--- src/hdl/oooCorePkg.sv ---
`default_nettype none

package oooCorePkg;

    // Sizes
    // ----------------------------------------
    localparam int dataWidth     = 32;
    localparam int numArchRegs   = 16;
    localparam int regIdxWidth   = 4;
    localparam int robDepth      = 16;
    localparam int robTagWidth   = 4;
    localparam int numLanes      = 4;
    localparam int laneIdxWidth  = 2;
    localparam int laneDepth     = 4;
    localparam int laneSlotWidth = 2;
    localparam int immWidth      = 12;

    // Micro-op types
    // ----------------------------------------
    typedef enum logic [2:0] {
        OP_ADD,
        OP_SUB,
        OP_AND,
        OP_OR,
        OP_XOR,
        OP_SLL,                                 // Shift amount from the low 5 bits of B
        OP_SRL,
        OP_ADDI                                 // rs1 plus sign-extended immediate
    } aluOp_t;

    typedef struct packed {
        aluOp_t                 op;
        logic [regIdxWidth-1:0] rd;
        logic [regIdxWidth-1:0] rs1;
        logic [regIdxWidth-1:0] rs2;
        logic [immWidth-1:0]    imm;
    } uopReq_t;

    // Either a value or the tag of the reorder-buffer entry that will produce it
    typedef struct packed {
        logic                   ready;
        logic [robTagWidth-1:0] robTag;
        logic [dataWidth-1:0]   value;
    } operand_t;

    typedef struct packed {
        aluOp_t                 op;
        logic [robTagWidth-1:0] robTag;
        operand_t               srcA;
        operand_t               srcB;
    } laneEntry_t;

    // Broadcast and completion records
    // ----------------------------------------
    typedef struct packed {
        logic                   valid;
        logic [robTagWidth-1:0] robTag;
        logic [dataWidth-1:0]   value;
    } result_t;

    typedef struct packed {
        logic [regIdxWidth-1:0] rd;
        logic [robTagWidth-1:0] robTag;
        logic [dataWidth-1:0]   value;
    } commit_t;

    typedef struct packed {
        logic                 done;
        logic [dataWidth-1:0] value;
    } robRead_t;

endpackage

`default_nettype wire

--- src/hdl/issueLane.sv ---
`timescale 1ns/100ps
`default_nettype none

module issueLane import oooCorePkg::*; (
    input  wire             clk,
    input  wire             reset,
    input  wire laneEntry_t entry,
    input  wire             write,
    input  wire result_t    results [numLanes],
    output logic            laneFull,
    output result_t         result
);

    // Reservation slots stay compacted so slot 0 holds the oldest entry
    laneEntry_t               slots     [laneDepth];
    laneEntry_t               woken     [laneDepth];
    laneEntry_t               nextSlots [laneDepth];
    logic [laneSlotWidth:0]   count;
    logic [laneSlotWidth:0]   nextCount;
    logic [laneSlotWidth-1:0] pickIdx;
    logic                     pickHit;

    logic                     issueValid;
    aluOp_t                   issueOp;
    logic [robTagWidth-1:0]   issueTag;
    logic [dataWidth-1:0]     opA;
    logic [dataWidth-1:0]     opB;
    logic [dataWidth-1:0]     aluOut;

    function automatic operand_t wake(input operand_t src, input result_t bcast [numLanes]);
        operand_t woke;
        woke = src;
        for (int i = 0; i < numLanes; i++) begin
            if (!src.ready && bcast[i].valid && bcast[i].robTag == src.robTag) begin
                woke.ready = 1'b1;
                woke.value = bcast[i].value;
            end
        end
        return woke;
    endfunction

    assign laneFull = count == (laneSlotWidth+1)'(laneDepth);

    // Wakeup and select
    // ----------------------------------------
    always_comb begin
        for (int i = 0; i < laneDepth; i++) begin
            woken[i]      = slots[i];
            woken[i].srcA = wake(slots[i].srcA, results);
            woken[i].srcB = wake(slots[i].srcB, results);
        end
    end

    always_comb begin
        pickHit = 1'b0;
        pickIdx = '0;
        for (int i = laneDepth - 1; i >= 0; i--) begin
            if (i < count && woken[i].srcA.ready && woken[i].srcB.ready) begin
                pickHit = 1'b1;                      // Lowest index wins, so the oldest
                pickIdx = laneSlotWidth'(i);
            end
        end
    end

    // Close the gap left by the issued entry, then append the new one
    always_comb begin
        nextCount = count - (laneSlotWidth+1)'(pickHit);
        for (int i = 0; i < laneDepth - 1; i++) begin
            nextSlots[i] = (pickHit && i >= pickIdx) ? woken[i + 1] : woken[i];
        end
        nextSlots[laneDepth-1] = woken[laneDepth-1];
        if (write) begin
            nextSlots[nextCount[laneSlotWidth-1:0]] = entry;
            nextCount = nextCount + 1'b1;
        end
    end

    // Integer ALU
    // ----------------------------------------
    always_comb begin
        case (issueOp)
            OP_ADD, OP_ADDI: aluOut = opA + opB;
            OP_SUB:          aluOut = opA - opB;
            OP_AND:          aluOut = opA & opB;
            OP_OR:           aluOut = opA | opB;
            OP_XOR:          aluOut = opA ^ opB;
            OP_SLL:          aluOut = opA << opB[4:0];
            OP_SRL:          aluOut = opA >> opB[4:0];
            default:         aluOut = opA + opB;
        endcase
    end

    always_ff @(posedge clk) begin
        slots         <= nextSlots;
        issueOp       <= woken[pickIdx].op;
        issueTag      <= woken[pickIdx].robTag;
        opA           <= woken[pickIdx].srcA.value;
        opB           <= woken[pickIdx].srcB.value;
        result.robTag <= issueTag;
        result.value  <= aluOut;
        if (reset) begin
            count        <= '0;
            issueValid   <= 1'b0;
            result.valid <= 1'b0;
        end else begin
            count        <= nextCount;
            issueValid   <= pickHit;
            result.valid <= issueValid;             // Broadcast one cycle after issue
        end
    end

endmodule

`default_nettype wire

--- config.mk ---
export PLATFORM = sky130hd
export DESIGN_NAME = issueLane
export DESIGN_NICKNAME = d
export VERILOG_FILES = /design/src/hdl/oooCorePkg.sv /design/src/hdl/issueLane.sv
export SDC_FILE = /design/constraint.sdc
export NUM_CORES = 2
export LEC_CHECK = 0
export ABC_CLOCK_PERIOD_IN_PS = 6300
export BUFFER_PORTS_ARGS = -buffer_cell sky130_fd_sc_hd__buf_2
export CAP_MARGIN = 20
export CORE_MARGIN = 4
export CORE_UTILIZATION = 45
export CTS_CLUSTER_DIAMETER = 40
export DETAILED_ROUTE_END_ITERATION = 6
export HOLD_SLACK_MARGIN = 0.08
export SYNTH_ARGS = -nofsm -noshare
export SYNTH_HDL_FRONTEND = slang
export SYNTH_SLANG_ARGS = --single-unit
--- constraint.sdc ---
create_clock -name clk -period 6.3 [get_ports clk]
set_input_delay 0.63 -clock clk [delete_from_list [all_inputs] [get_ports clk]]
set_output_delay 0.63 -clock clk [all_outputs]
set_load 0.03 [all_outputs]
==> impl_metrics.py <==
metrics = {
    "worst_setup_path": {
        "worst_setup_path_start_kind": "register",
        "critPathArrivalTime_ns": 5.39,
        "path_class": "reg2reg",
        "cp_max_fo": 15,
        "path_delay_family": "compound AO/OA/AOI/OAI gates",
        "slowest_stage": "nor2_1",
        "crit_top_cell": "nand2_1",
        "crit_path_end_kind": "register",
        "required_ns": 6.78,
        "cp_num_buf_inv": 2,
        "path_cells": "buf_4, nor2_1, nand2_1, o21ai_0, inv_1, ha_1, nor2b_1, o31a_1, o41a_1, o211ai_1, nand2_1, a31oi_1, o21bai_1, a2111oi_0, nor4bb_1",
        "max_stage_delay_ns": 0.54,
    },
    "clocking": {
        "cts_num_sinks": 436,
        "cts_tree": "yes",
        "cts_resized": 0,
        "cts_setup_buffers": 0,
        "cts.path.max_buffers": 3,
        "htreeDepth": 3,
        "clk_pin_slew_ns": 0.05,
        "numCtsBuffers": 100,
        "cts_root_buf": "clkbuf_16",
        "cts_hold_buf": 0,
        "clock_latency_ns": 0.66,
    },
    "yosys": {
        "netlist_area_mm2": 0.0364,
        "synth_enable_flop_cells": 15,
        "ys_ff_latch": 436,
        "synth_top_area_share_pct": 23.1,
        "synth_common_cells": "644 x nor2_1, 543 x nand2_1, 421 x dfxtp_1",
        "synth_area_leader_cell": "dfxtp_1",
        "yosys_warnings": 0,
        "synth-main-ff-cell": "dfxtp_1",
        "syn_nets": 5239,
        "synthCells": 4907,
        "syn_avg_cell_area_um2": 7.42,
        "async_reset_ff_share_pct": 0,
        "synthTopCellsByArea": "dfxtp_1 23%, mux2i_1 9.5%, nor2_1 6.6%, mux2_2 6.1%, nand2_1 5.6%",
        "synth.distinct_cells": 81,
        "yosysSeqAreaShare_pct": 24.4,
        "yosysMostFrequentCell": "nor2_1",
    },
    "detailed_routing": {
        "final_antenna_net_count": 0,
        "routed_via_density": 6.38,
        "wirelength_mm": 155,
        "drt-initial-drc-count": 5054,
        "drc": 2,
        "firstDrtPassIters": 7,
        "num_vias": 38400,
        "wl_per_cell_um": 25.7,
    },
    "final_layout": {
        "fin_area_mm2": 0.0416,
        "finalNetCount": 5191,
        "fillers": 7792,
        "areaGrowthSynthToFinish_pct": 14.2,
        "drive_gt1_share_pct": 16.6,
    },
    "die": {
        "rows": 104,
        "core-area_mm2": 0.0804,
        "die_y_um": 292,
        "dieArea_mm2": 0.0855,
        "ios": 270,
        "die_w_um": 292,
        "initial_core_util_pct": 45.3,
    },
    "outcome": {
        "status": "finished, violations left",
        "failed_checks": "design-rule violations",
    },
    "placed_design": {
        "post-dp-hpwl_mm": 102,
        "place_area_mm2": 0.0379,
        "port_buffers": 269,
        "place_congestion": 0.954,
        "post-place-ws_ns": 1.55,
    },
    "sta": {
        "timing.slew.headroom_pct": 30.2,
        "layout_setup_ws_ns": 1.39,
        "hold_viol": 0,
        "max_freq_mhz": 204,
        "skew_ns": 0.0542,
        "fin_crit_sh_pct": 78.0,
        "fin_setup_tns_ns": 0,
        "worst_pin_slew_ns": 1.05,
        "min_period_ns": 4.91,
        "rsz0062_at_grt": "no",
        "setup_viol": 0,
        "drv_slew": 0,
    },
    "global_route": {
        "grt_use_total_pct": 34.4,
        "grt_max_degree": 137,
        "antenna_found_initial": 30,
        "grt_pass1_vias": 35200,
        "grt_overflow": 0,
        "grt_pass1_wl_mm": 228,
    },
    "pwr": {
        "peakVddDrop_v": 0.000466,
        "p_per_area_mw_per_mm2": 743,
        "leakage_uw": 0.0189,
    },
    "flow_run": {
        "max_cap_viol_count": 0,
    },
    "worst_hold_path": {
        "worstHoldPathType": "in2reg",
    },
}
-- metal layers --
metal  wire (um)  up-vias  global-route usage [%]
met4        7180       14                    16.0
met1       63300    18000                    46.6
met2       66700     2381                    52.5
met5          73        -                       0
li1            -    17600                       -
met3       17900      511                    7.23
-- worst reg2reg max path, cell delays in order, from the launching register on --
cell,delay [ns]
dfxtp_1,0.30
buf_4,0.16
nor2_1,0.54
nand2_1,0.53
o21ai_0,0.46
inv_1,0.09
ha_1,0.27
nor2b_1,0.14
o31a_1,0.28
o41a_1,0.35
o211ai_1,0.40
nand2_1,0.16
a31oi_1,0.35
o21bai_1,0.13
a2111oi_0,0.46
nor4bb_1,0.10
-- layout by cell type (no fill, tap or decap), types with 71 or more instances in the layout --
master / count
mux2i_1: 346
nor2_1: 641
buf_2: 269
mux2_2: 197
o21ai_0: 353
a21oi_1: 294
a211o_1: 198
o22ai_1: 75
xnor2_1: 71
buf_4: 106
inv_1: 122
dfxtp_1: 417
clkbuf_16: 105
nand2_1: 540
nand3_1: 237
ha_1: 99
-- where the power goes --
group	leakage (uW)	switching [uW]	total, uW	internal (uW)
Clock	0.00176	1790	5530	3740
Sequential	0.00369	1310	5810	4510
Combinational	0.0134	11400	19600	8120
-- layout make-up --
class                   count  area, um2  area share [%]
well taps                1060       1330            3.19
multi-input cells        3805      24900            59.8
flip-flops and latches    436       8890            21.4
repair buffers            384       2320            5.58
diodes                     24       60.1           0.144
clock buffers             131       2880            6.91
clock inverters            55        732            1.76
inverters                 132        498            1.20
-- sequential cells by signal (all words and copies together), names as in the netlist, named ones only --
register and count:
count 3, issueOp 3, issueTag 4, issueValid 1, opA 32, opB 32, result 37, slots 309
-- metrics by stage --
stage	hold slack, ns	utilization (%)	total power, uW	cells
4_1_cts	0.172	51.6	30400	6003
3_5_place_dp	0.312	47.2	24700	5817
2_1_floorplan	0.310	-	19500	4907
6_report	0.197	51.7	30900	6027
5_1_grt	0.188	51.7	32800	6013
3_3_place_gp	0.311	47.2	24600	5817
-- worst paths after layout --
kind	start	endpoint	slack, ns	cells after the start
max reg2reg	issueOp[2]$_DFF_P_	result[23]$_DFF_P_	1.39	15
max	issueOp[2]$_DFF_P_	result[23]$_DFF_P_	1.39	15
min reg2reg	issueTag[2]$_DFF_P_	result[34]$_DFF_P_	0.32	0
min	entry[76]	register	0.20	1
-- cell families after synthesis --
kind of cell	share of synthesized area, %
DFF	24.4
xor gates and xnor gates	2.96
muxes	17.8
adders and majority gates	3.46
and+or+nand+nor	18.6
AOI/OAI and AO/OA	25.0
buffers and inverters	7.70
(Power assumes the default switching activity.)
