$ cat src/hdl/oooCorePkg.sv
`default_nettype none

package oooCorePkg;

    // Sizes
    // ----------------------------------------
    localparam int dataWidth     = 32;
    localparam int numArchRegs   = 16;
    localparam int regIdxWidth   = 4;
    localparam int robDepth      = 16;
    localparam int robTagWidth   = 4;
    localparam int numLanes      = 4;
    localparam int laneIdxWidth  = 2;
    localparam int laneDepth     = 4;
    localparam int laneSlotWidth = 2;
    localparam int immWidth      = 12;

    // Micro-op types
    // ----------------------------------------
    typedef enum logic [2:0] {
        OP_ADD,
        OP_SUB,
        OP_AND,
        OP_OR,
        OP_XOR,
        OP_SLL,                                 // Shift amount from the low 5 bits of B
        OP_SRL,
        OP_ADDI                                 // rs1 plus sign-extended immediate
    } aluOp_t;

    typedef struct packed {
        aluOp_t                 op;
        logic [regIdxWidth-1:0] rd;
        logic [regIdxWidth-1:0] rs1;
        logic [regIdxWidth-1:0] rs2;
        logic [immWidth-1:0]    imm;
    } uopReq_t;

    // Either a value or the tag of the reorder-buffer entry that will produce it
    typedef struct packed {
        logic                   ready;
        logic [robTagWidth-1:0] robTag;
        logic [dataWidth-1:0]   value;
    } operand_t;

    typedef struct packed {
        aluOp_t                 op;
        logic [robTagWidth-1:0] robTag;
        operand_t               srcA;
        operand_t               srcB;
    } laneEntry_t;

    // Broadcast and completion records
    // ----------------------------------------
    typedef struct packed {
        logic                   valid;
        logic [robTagWidth-1:0] robTag;
        logic [dataWidth-1:0]   value;
    } result_t;

    typedef struct packed {
        logic [regIdxWidth-1:0] rd;
        logic [robTagWidth-1:0] robTag;
        logic [dataWidth-1:0]   value;
    } commit_t;

    typedef struct packed {
        logic                 done;
        logic [dataWidth-1:0] value;
    } robRead_t;

endpackage

`default_nettype wire

$ cat src/hdl/dispatchStage.sv
`timescale 1ns/100ps
`default_nettype none

module dispatchStage import oooCorePkg::*; (
    input  wire                    clk,
    input  wire                    reset,
    input  wire uopReq_t           uop,
    input  wire                    uopValid,
    output logic                   uopReady,
    input  wire [robTagWidth-1:0]  tailTag,
    input  wire                    robFull,
    output logic                   allocate,
    output logic [regIdxWidth-1:0] allocRd,
    output logic [regIdxWidth-1:0] archIdxA,
    output logic [regIdxWidth-1:0] archIdxB,
    input  wire [dataWidth-1:0]    archValueA,
    input  wire [dataWidth-1:0]    archValueB,
    output logic [robTagWidth-1:0] lookupTagA,
    output logic [robTagWidth-1:0] lookupTagB,
    input  wire robRead_t          lookupA,
    input  wire robRead_t          lookupB,
    input  wire result_t           results [numLanes],
    input  wire commit_t           commitInfo,
    input  wire                    commitFire,
    input  wire [numLanes-1:0]     laneFull,
    output logic [numLanes-1:0]    laneWrite,
    output laneEntry_t             laneEntry
);

    logic [numArchRegs-1:0]  aliasPending;
    logic [robTagWidth-1:0]  aliasTag [numArchRegs];
    logic [laneIdxWidth-1:0] lastLane;
    logic [laneIdxWidth-1:0] laneSel;
    logic                    accept;

    // Register file, then a finished ROB entry, then a result on the bus this cycle
    function automatic operand_t resolveSrc(
        input logic                   pending,
        input logic [robTagWidth-1:0] tag,
        input logic [dataWidth-1:0]   archValue,
        input robRead_t               robRead,
        input result_t                bcast [numLanes]
    );
        operand_t src;
        src.ready  = 1'b1;
        src.robTag = tag;
        src.value  = archValue;
        if (pending) begin
            src.ready = robRead.done;
            src.value = robRead.value;
            for (int i = 0; i < numLanes; i++) begin
                if (bcast[i].valid && bcast[i].robTag == tag) begin
                    src.ready = 1'b1;
                    src.value = bcast[i].value;
                end
            end
        end
        return src;
    endfunction

    assign archIdxA   = uop.rs1;
    assign archIdxB   = uop.rs2;
    assign lookupTagA = aliasTag[uop.rs1];
    assign lookupTagB = aliasTag[uop.rs2];

    assign uopReady = !robFull && !(&laneFull);
    assign accept   = uopValid && uopReady;
    assign allocate = accept;
    assign allocRd  = uop.rd;

    always_comb begin
        laneEntry.op     = uop.op;
        laneEntry.robTag = tailTag;                  // ROB tag doubles as the rename tag
        laneEntry.srcA   = resolveSrc(aliasPending[uop.rs1], lookupTagA, archValueA,
                                      lookupA, results);
        laneEntry.srcB   = resolveSrc(aliasPending[uop.rs2], lookupTagB, archValueB,
                                      lookupB, results);
        if (uop.op == OP_ADDI) begin
            laneEntry.srcB.ready  = 1'b1;
            laneEntry.srcB.robTag = '0;
            laneEntry.srcB.value  = {{(dataWidth-immWidth){uop.imm[immWidth-1]}}, uop.imm};
        end
    end

    // Lane steering
    // ----------------------------------------
    // Round robin that starts just past the last lane used
    always_comb begin
        logic [laneIdxWidth-1:0] candidate;
        logic                    found;
        laneSel = lastLane;
        found   = 1'b0;
        for (int k = 1; k <= numLanes; k++) begin
            candidate = lastLane + laneIdxWidth'(k);
            if (!found && !laneFull[candidate]) begin
                laneSel = candidate;
                found   = 1'b1;
            end
        end
    end

    assign laneWrite = {{(numLanes-1){1'b0}}, accept} << laneSel;

    always_ff @(posedge clk) begin
        if (reset) begin
            aliasPending <= '0;
            lastLane     <= laneIdxWidth'(numLanes - 1);   // Lane 0 gets the first micro-op
        end else begin
            if (commitFire && aliasTag[commitInfo.rd] == commitInfo.robTag) begin
                aliasPending[commitInfo.rd] <= 1'b0;
            end
            if (accept) begin
                aliasPending[uop.rd] <= 1'b1;        // A new writer overrides the clear above
                lastLane             <= laneSel;
            end
        end
    end

    always_ff @(posedge clk) begin
        if (accept) begin
            aliasTag[uop.rd] <= tailTag;
        end
    end

endmodule

`default_nettype wire

$ cat config.mk
export PLATFORM = sky130hd
export DESIGN_NAME = dispatchStage
export DESIGN_NICKNAME = d
export VERILOG_FILES = /design/src/hdl/oooCorePkg.sv /design/src/hdl/dispatchStage.sv
export SDC_FILE = /design/constraint.sdc
export NUM_CORES = 1
export LEC_CHECK = 0
export CAP_MARGIN = 25
export CORE_AREA = 2 2 178 180
export CTS_CLUSTER_DIAMETER = 200
export DETAILED_ROUTE_END_ITERATION = 6
export DIE_AREA = 0 0 180 182
export DONT_BUFFER_PORTS = 1
export PLACE_DENSITY = 0.38
export SYNTH_ARGS = -nofsm -noshare
export SYNTH_HDL_FRONTEND = slang
export SYNTH_SLANG_ARGS = --single-unit
$ cat constraint.sdc
create_clock -name clk -period 9.3 [get_ports clk]
set_input_delay 0.93 -clock clk [delete_from_list [all_inputs] [get_ports clk]]
set_output_delay 0.93 -clock clk [all_outputs]
set_load 0.02 [all_outputs]
==> results of run 1 <==
where the power goes:
part           internal, W  leakage (nW)  total (W)  switching [W]
Clock             0.000177         0.134   0.000317       0.000140
Combinational     0.000137          2.33   0.000367       0.000230
Sequential        0.000400         0.722   0.000404     0.00000400
cells by family (layout without fill, tap and decap cells):
group	count (synthesis)	in the layout	synth area share
other cells	0	1	0
buf+inv	117	49	0.0661
simple gates	337	337	0.183
flops	82	82	0.259
mux	152	152	0.243
xor+xnor	34	34	0.0338
compound gates	256	256	0.215
layout make-up:
| type | count | area [µm²] | area share |
|---|---|---|---|
| multi-input cells | 779 | 6010 | 0.647 |
| flip-flops and latches | 82 | 2280 | 0.246 |
| well taps | 402 | 503 | 0.0542 |
| clock buffers | 9 | 225 | 0.0242 |
| repair buffers | 24 | 193 | 0.0207 |
| clock inverters | 7 | 36.3 | 0.00391 |
| inverters | 9 | 33.8 | 0.00364 |
| diodes | 1 | 2.50 | 0.000269 |
flip-flops by register name (all words and copies together), names as in the netlist:
signal,flops
aliasTag,64
aliasPending,16
lastLane,2
layer usage:
metal	up-vias	track usage
met2	432	0.457
met1	4101	0.287
met3	66	0.0562
li1	3616	-
met5	-	0
met4	0	0.0758
tightest hold or removal path, cell delays in order (launching register included):
cell	delay (ps)
dfxtp_1	340
a21oi_1	70
nor2_1	70
stage by stage:
stage | instance area [µm²] | total power, W
after floorplan | 8800 | 0.000722
after global placement | 8990 | 0.000777
after detailed placement | 9020 | 0.000779
after CTS | 9290 | 0.00109
after global routing | 9290 | 0.00114
final | 9290 | 0.00109
worst max-delay path by stage:
stage	start	end	slack, ps	cells after the start
4_1_cts	uop[18]	laneEntry[54]	3240	10
3_5_place_dp	uop[18]	laneEntry[54]	3250	10
5_1_grt	uop[18]	laneEntry[48]	3090	10
3_3_place_gp	uop[18]	laneEntry[54]	3130	10
2_1_floorplan	uop[15]	laneEntry[11]	4160	12
6_report	uop[18]	laneEntry[54]	3340	10
Yosys cell counts (all sizes together) (9+ instances only):
library cell  instances
nor2                111
mux2i                98
nand2                87
buf                  67
edfxtp               64
a21oi                56
mux4                 49
clkbuf               41
a221oi               30
or3                  30
o21ai                28
or2                  22
nor3                 21
a2bb2oi              20
xor2                 20
dfxtp                18
o221ai               18
nand3                17
a31oi                15
o211ai               15
nor2b                14
xnor2                14
a211oi               13
a32oi                12
a32o                 11
and2                  9
inv                   9
nand2b                9
==> impl_metrics.ini, run 1 <==
[global_routing]
gr-total-overflow = 0
grt_max_degree = 51
grt_use_total = 0.249
antenna_found_initial = 1
grt_pass1_vias = 8195
grt_pass1_wl_um = 60300

[worst_setup_path]
endpoint_kind = primary output
arrival_ps = 5030
r2r_start = aliasTag[12][1]$_DFFE_PP_
path_delay_family = simple AND/OR/NAND/NOR gates
cpPeakStageDelay_ps = 960
reg2reg_to = aliasPending[6]$_SDFF_PP0_
crit_buf_inv = 1
path_cells = mux4_2, mux2i_1, mux2i_2, buf_4, xor2_1, or4_1, nand2_2, nor2b_2, a221o_1, o31ai_1
startpoint_type = primary input
crit_fanout = 22
reg2reg_depth = 8
cp_data_required_time_ps = 8370
path_class = in2out
regToRegSetupSlack_ps = 6330
crit_path_top_delay_cell = or4_1

[yosys]
ys_ff_latch = 82
yosys.area.top_type = edfxtp_1
postSynthCellCount = 978
ys_warn_count = 0
synth_edf_count = 64
ys_seq_area_frac = 0.259
synth_nets = 1336
synth_flop_cell = edfxtp_1
netlist_area_um2 = 8800
netlist.area_leader.share = 0.218
syn_avg_cell_area_um2 = 9.00
synth_area_leaders = edfxtp_1 (22%), mux4_2 (13%), mux2i_1 (11%)
async_reset_ff_frac = 0
ys_types = 60

[die]
ios = 465
core_um2 = 31000
fp.dieH_um = 182
die_w_um = 180
dieArea_um2 = 32800
start_util = 0.284
row_count = 65

[routing]
drc = 0
vias = 8215
post_drt_wl_per_cell_um = 32.4
wirelength_um = 42500
dr.max_layer_used = met4
route.met3.wl_um = 3050
drtAntennaViolNets = 0
viasPerCell = 6.26
drt_iter0_markers = 517
first_pass_iters = 5
wl_met2_um = 22300
drt-met1-wl_um = 16000

[cells_and_area]
final_cell_mix = nor2_1 (111), mux2i_1 (96), nand2_1 (86)
drive_gt1_frac = 0.122
fillers = 3293
fin_nets = 1263
final_common_cell = nor2_1
layout-area-overhead-vs-synth_pct = 5.52
fin_util = 0.300
instances_no_fill = 1313

[placement]
dp.final_hpwl_um = 32000
placedCellCount = 1296
pre_cts_ws_ps = 3250
gp_congestion = 0.854
portBuffers = 0

[clocking]
cts_tree = yes
htreeDepth = 3
cts.repair.resized = 0
ctsHoldBuffers = 0
clkTransAtPathRegs_ps = 60
postCtsSetupBuffers = 0
numCtsBuffers = 9
cts_buffer_depth = 2
cts.sinks = 82
clkLatencyLatePin_ps = 340
cts_root_buf = clkbuf_16

[sta]
period_minus_slack_ps = 5960
hold_viol = 0
drv_slew = 0
worst_pin_slew_ps = 1080
finalClockSkew_ps = 6.70
max_freq_mhz = 168
rsz0062_at_grt = false
relSlewSlack = 0.283
finalSetupViolations = 0
fin_hold_ws_ps = 511
worst_slack_ps = 3340
setup_tns_ps = 0
fin_crit_sh = 0.641

[power]
vdd_drop_max_uv = 88.4
power_leakage_nw = 3.19
p_per_area_nw_per_um2 = 117

[hold_path]
holdPathStages = 2
worstHoldStart = aliasPending[1]$_SDFF_PP0_
hold_path.class = reg2reg
whs_endpoint = aliasPending[1]$_SDFF_PP0_

[run]
maxCapViolCount = 0

[status]
outcome = completed
(Power assumes the default switching activity.)
==> run 2: changes to the inputs <==
Settings changed: CORE_AREA 2 2 178 180 to 2 2 181 183, DIE_AREA 0 0 180 182 to 0 0 183 185.
Clock period 9.3 ns to 4.85 ns, I/O delays scaled along.
==> impl_metrics.ini, run 2 (synthesis results as in run 1) <==
[status]
outcome = completed

[die]
fp.dieH_um = 185
core_um2 = 32000
die_w_um = 183
dieArea_um2 = 33900
start_util = 0.275
ios = 465
row_count = 66

[global_routing]
antenna_found_initial = 1
grt_pass1_vias = 8188
grt_pass1_wl_um = 58600
grt_use_total = 0.238
gr-total-overflow = 0
grt_max_degree = 40

[clocking]
ctsHoldBuffers = 0
htreeDepth = 3
cts_buffer_depth = 2
clkTransAtPathRegs_ps = 60
cts_root_buf = clkbuf_16
cts_tree = yes
cts.sinks = 82
numCtsBuffers = 9
clkLatencyLatePin_ps = 340
postCtsSetupBuffers = 0
cts.repair.resized = 0

[cells_and_area]
reg.largest.list = aliasTag: 64 flops, aliasPending: 16 flops, lastLane: 2 flops
fillers = 3417
fin_nets = 1313
top_register = aliasTag
layout-area-overhead-vs-synth_pct = 11.3
multiInputGateArea_um2 = 6010
largest_reg_flops = 64
regArea_um2 = 2280
final_common_cell = nor2_1
drive_gt1_frac = 0.168
final_cell_mix = nor2_1 (111), mux2i_1 (96), nand2_1 (86)

[worst_setup_path]
regToRegSetupSlack_ps = 1920
crit_fanout = 13
reg2reg_depth = 8
path_class = reg2out
reg2reg_to = aliasPending[4]$_SDFF_PP0_
cp_data_required_time_ps = 4370
r2r_start = aliasTag[10][1]$_DFFE_PP_
cpPeakStageDelay_ps = 550
startpoint_type = register
endpoint_kind = primary output
arrival_ps = 4040
path_cells = mux4_2, a22oi_1, nand2_1, xnor2_1, nor3_1, nand3_2, nor2b_2, buf_4, a221oi_1, a22o_1
crit_path_top_delay_cell = a22oi_1

[power]
power.total_w = 0.00221
vdd_drop_max_uv = 169
power_leakage_nw = 3.47
p_per_area_nw_per_um2 = 226

[sta]
setup_tns_ps = 0
worst_pin_slew_ps = 994
finalSetupViolations = 0
drv_slew = 0
max_freq_mhz = 221
finalClockSkew_ps = 5.07
relSlewSlack = 0.324
fin_crit_sh = 0.932
period_minus_slack_ps = 4520
fin_hold_ws_ps = 215
hold_viol = 0
rsz0062_at_grt = false

[hold_path]
hold_path.class = in2reg
whs_endpoint = aliasPending[15]$_SDFF_PP0_
holdPathStages = 1
worstHoldStart = reset

[routing]
drt_iter0_markers = 583
post_drt_wl_per_cell_um = 31.0
viasPerCell = 6.07
first_pass_iters = 5
drtAntennaViolNets = 0
wirelength_um = 42500
drc = 0
vias = 8316

[placement]
dp.final_hpwl_um = 33400
gp_congestion = 0.882
portBuffers = 0

[run]
maxCapViolCount = 0
==> run 2: final cells by class <==
type	count	share of cell area
Antenna cell	2	0.000511
Clock buffer	9	0.0230
Clock inverter	7	0.00613
Inverter	9	0.00345
Multi-Input combinational cell	779	0.614
Sequential cell	82	0.233
Tap cell	408	0.0521
Timing Repair Buffer	74	0.0681
==> run 2: how the worst max path moves through the flow <==
| stage | from | end | depth (start not counted) |
|---|---|---|---|
| final | aliasTag[13][2]$_DFFE_PP_ | laneEntry[40] | 10 |
| after global routing | aliasTag[14][0]$_DFFE_PP_ | laneEntry[29] | 12 |
| after CTS | aliasTag[15][0]$_DFFE_PP_ | laneEntry[29] | 12 |
| after detailed placement | uop[16] | laneEntry[49] | 10 |
| after global placement | uop[13] | laneEntry[29] | 12 |
| after floorplan | uop[15] | laneEntry[11] | 12 |
==> run 2: report_power, final <==
| group | switching (W) | internal, W | total, W |
|---|---|---|---|
| clock network | 0.000264 | 0.000392 | 0.000656 |
| logic | 0.000457 | 0.000322 | 0.000779 |
| registers | 0.00000757 | 0.000767 | 0.000774 |
| total | 0.000729 | 0.00148 | 0.00221 |
==> run 2: routing by layer <==
metal / up-vias / share of wire / track usage
met5: - / 0 / 0
met4: 0 / 0.038 / 0.0877
met3: 65 / 0.077 / 0.0519
met2: 416 / 0.51 / 0.430
met1: 4115 / 0.38 / 0.277
li1: 3720 / - / -
==> run 2: metrics by stage <==
step | instance area, µm² | utilization | instances | setup slack, ps
5_1_grt | 9790 | 0.306 | 1369 | 79.2
6_report | 9800 | 0.306 | 1370 | 328
3_5_place_dp | 9510 | 0.297 | 1352 | 517
3_3_place_gp | 9450 | 0.295 | 1349 | 512
2_1_floorplan | 8800 | - | 978 | 598
4_1_cts | 9790 | 0.306 | 1368 | 278
==> run 2: critical path, delay by kind of cell, from the launching register on <==
kind	cells	cell delay [ps]
buffers and inverters	1	240
AO/OA/AOI/OAI	3	1160
multiplexers	1	500
flip-flops	1	430
XOR/XNOR	1	180
AND/OR/NAND/NOR	4	1200
==> run 3: changes to the inputs <==
Settings changed: BUFFER_PORTS_ARGS set to -buffer_cell sky130_fd_sc_hd__buf_2, CORE_AREA 2 2 181 183 to 2 2 182 184, DIE_AREA 0 0 183 185 to 0 0 184 186, DONT_BUFFER_PORTS 1 to not set, PLACE_DENSITY 0.38 to 0.51.
==> impl_metrics.ini, run 3 (synthesis results as in run 1) <==
[clocking]
clkTransAtPathRegs_ps = 60
cts.sinks = 82
htreeDepth = 3
cts_root_buf = clkbuf_16
ctsHoldBuffers = 0
numCtsBuffers = 9
clkLatencyLatePin_ps = 340
cts_tree = yes
cts_buffer_depth = 2
postCtsSetupBuffers = 0

[routing]
viasPerCell = 5.58
drc = 0
drt_iter0_markers = 871
drtAntennaViolNets = 0
first_pass_iters = 5
vias = 9963
wirelength_um = 46500
post_drt_wl_per_cell_um = 26.0

[worst_setup_path]
path_delay_family = simple AND/OR/NAND/NOR gates
path_common_cell = buf_2
path_cells = buf_2, mux4_2, a21boi_1, o211ai_1, nand3_1, xor2_1, nor4_4, buf_12, mux2i_1, or3_1, a31oi_1, buf_2
path_class = in2out
regToRegSetupSlack_ps = 1930
crit_buf_inv = 3
cp_data_required_time_ps = 4370
cpPeakStageDelay_ps = 550
arrival_ps = 4100
crit_path_top_delay_cell = mux4_2
reg2reg_to = aliasPending[4]$_SDFF_PP0_
reg2reg_depth = 8
endpoint_kind = primary output
startpoint_type = primary input
r2r_start = aliasTag[15][1]$_DFFE_PP_
crit_fanout = 34

[power]
vdd_drop_max_uv = 214
p_per_area_nw_per_um2 = 215
power.total_w = 0.00253
power_leakage_nw = 5.02

[die]
core_um2 = 32200
row_count = 66
start_util = 0.273
dieArea_um2 = 34200
die_w_um = 184
ios = 465
fp.dieH_um = 186

[hold_path]
worstHoldStart = reset
hold_path.class = in2reg
holdPathStages = 2
whs_endpoint = aliasPending[5]$_SDFF_PP0_

[global_routing]
grt_pass1_wl_um = 65200
grt_max_degree = 51
gr-total-overflow = 0
grt_use_total = 0.261
antenna_found_initial = 25
grt_pass1_vias = 9612

[cells_and_area]
top_register = aliasTag
drive_gt1_frac = 0.410
reg.largest.list = aliasTag: 64 flops, aliasPending: 16 flops, lastLane: 2 flops
final_common_cell = buf_2
largest_reg_flops = 64
final_cell_mix = buf_2 (431), nor2_1 (111), mux2i_1 (98)
layout-area-overhead-vs-synth_pct = 33.7
fin_nets = 1712
instances_no_fill = 1786

[run]
maxCapViolCount = 0

[sta]
finalSetupViolations = 0
fin_hold_ws_ps = 519
relSlewSlack = 0.277
rsz0062_at_grt = false
fin_crit_sh = 0.945
max_freq_mhz = 218
setup_tns_ps = 0
worst_slack_ps = 269
finalClockSkew_ps = 4.29
drv_slew = 0
period_minus_slack_ps = 4580
worst_pin_slew_ps = 1080
hold_viol = 0

[placement]
dp.final_hpwl_um = 37000
gp_congestion = 0.943
placedCellCount = 1751
portBuffers = 432
pre_cts_ws_ps = 19.0

[status]
outcome = completed
run 3: worst reg2reg max path, delay by kind of cell (launching register included):
kind            cells  cell delay [ps]
compound gates      1              180
xor+xnor            1              210
flops               1              420
mux                 2              980
simple gates        4             1030
run 3: power breakdown:
| part | internal (W) | switching [W] |
|---|---|---|
| clock | 0.000449 | 0.000262 |
| combinational | 0.000427 | 0.000622 |
| sequential | 0.000766 | 0.00000777 |
run 3: routing by layer:
metal  up-vias  share of wire  GRT usage
li1       4539              -          -
met1      4825           0.40      0.328
met2       502           0.49      0.437
met3        85          0.080     0.0589
met4        12          0.026     0.0957
met5         -         0.0021          0
run 3: what timing repair did:
action                                  in CTS  in global routing
hold endpoints to repair                     0                  0
endpoints found under the setup margin       0                  2
resized for setup                            0                  1
run 3: stage by stage:
step | utilization | cell area [µm²]
after floorplan | - | 8800
after global placement | 0.353 | 11400
final | 0.366 | 11800
after global routing | 0.365 | 11800
after detailed placement | 0.354 | 11400
after CTS | 0.364 | 11700
run 3: layout make-up:
cell class	count	area (µm²)
fill	3380	20400
clock buffer	11	233
tap	408	510
inverter	9	33.8
timing repair buffer	473	2580
clock inverter	5	78.8
sequential	82	2280
multi-input combinational	779	6000
antenna	19	47.5
run 3: worst max path at each step:
stage | start | slack (ps) | endpoint | cells past startpoint
3_3_place_gp | uop[18] | 60 | laneEntry[57] | 13
3_5_place_dp | uop[18] | 20 | laneEntry[57] | 13
2_1_floorplan | uop[15] | 600 | laneEntry[11] | 12
5_1_grt | uop[18] | 90 | laneEntry[57] | 13
4_1_cts | uop[18] | 20 | laneEntry[57] | 13
6_report | uop[12] | 270 | laneEntry[5] | 12
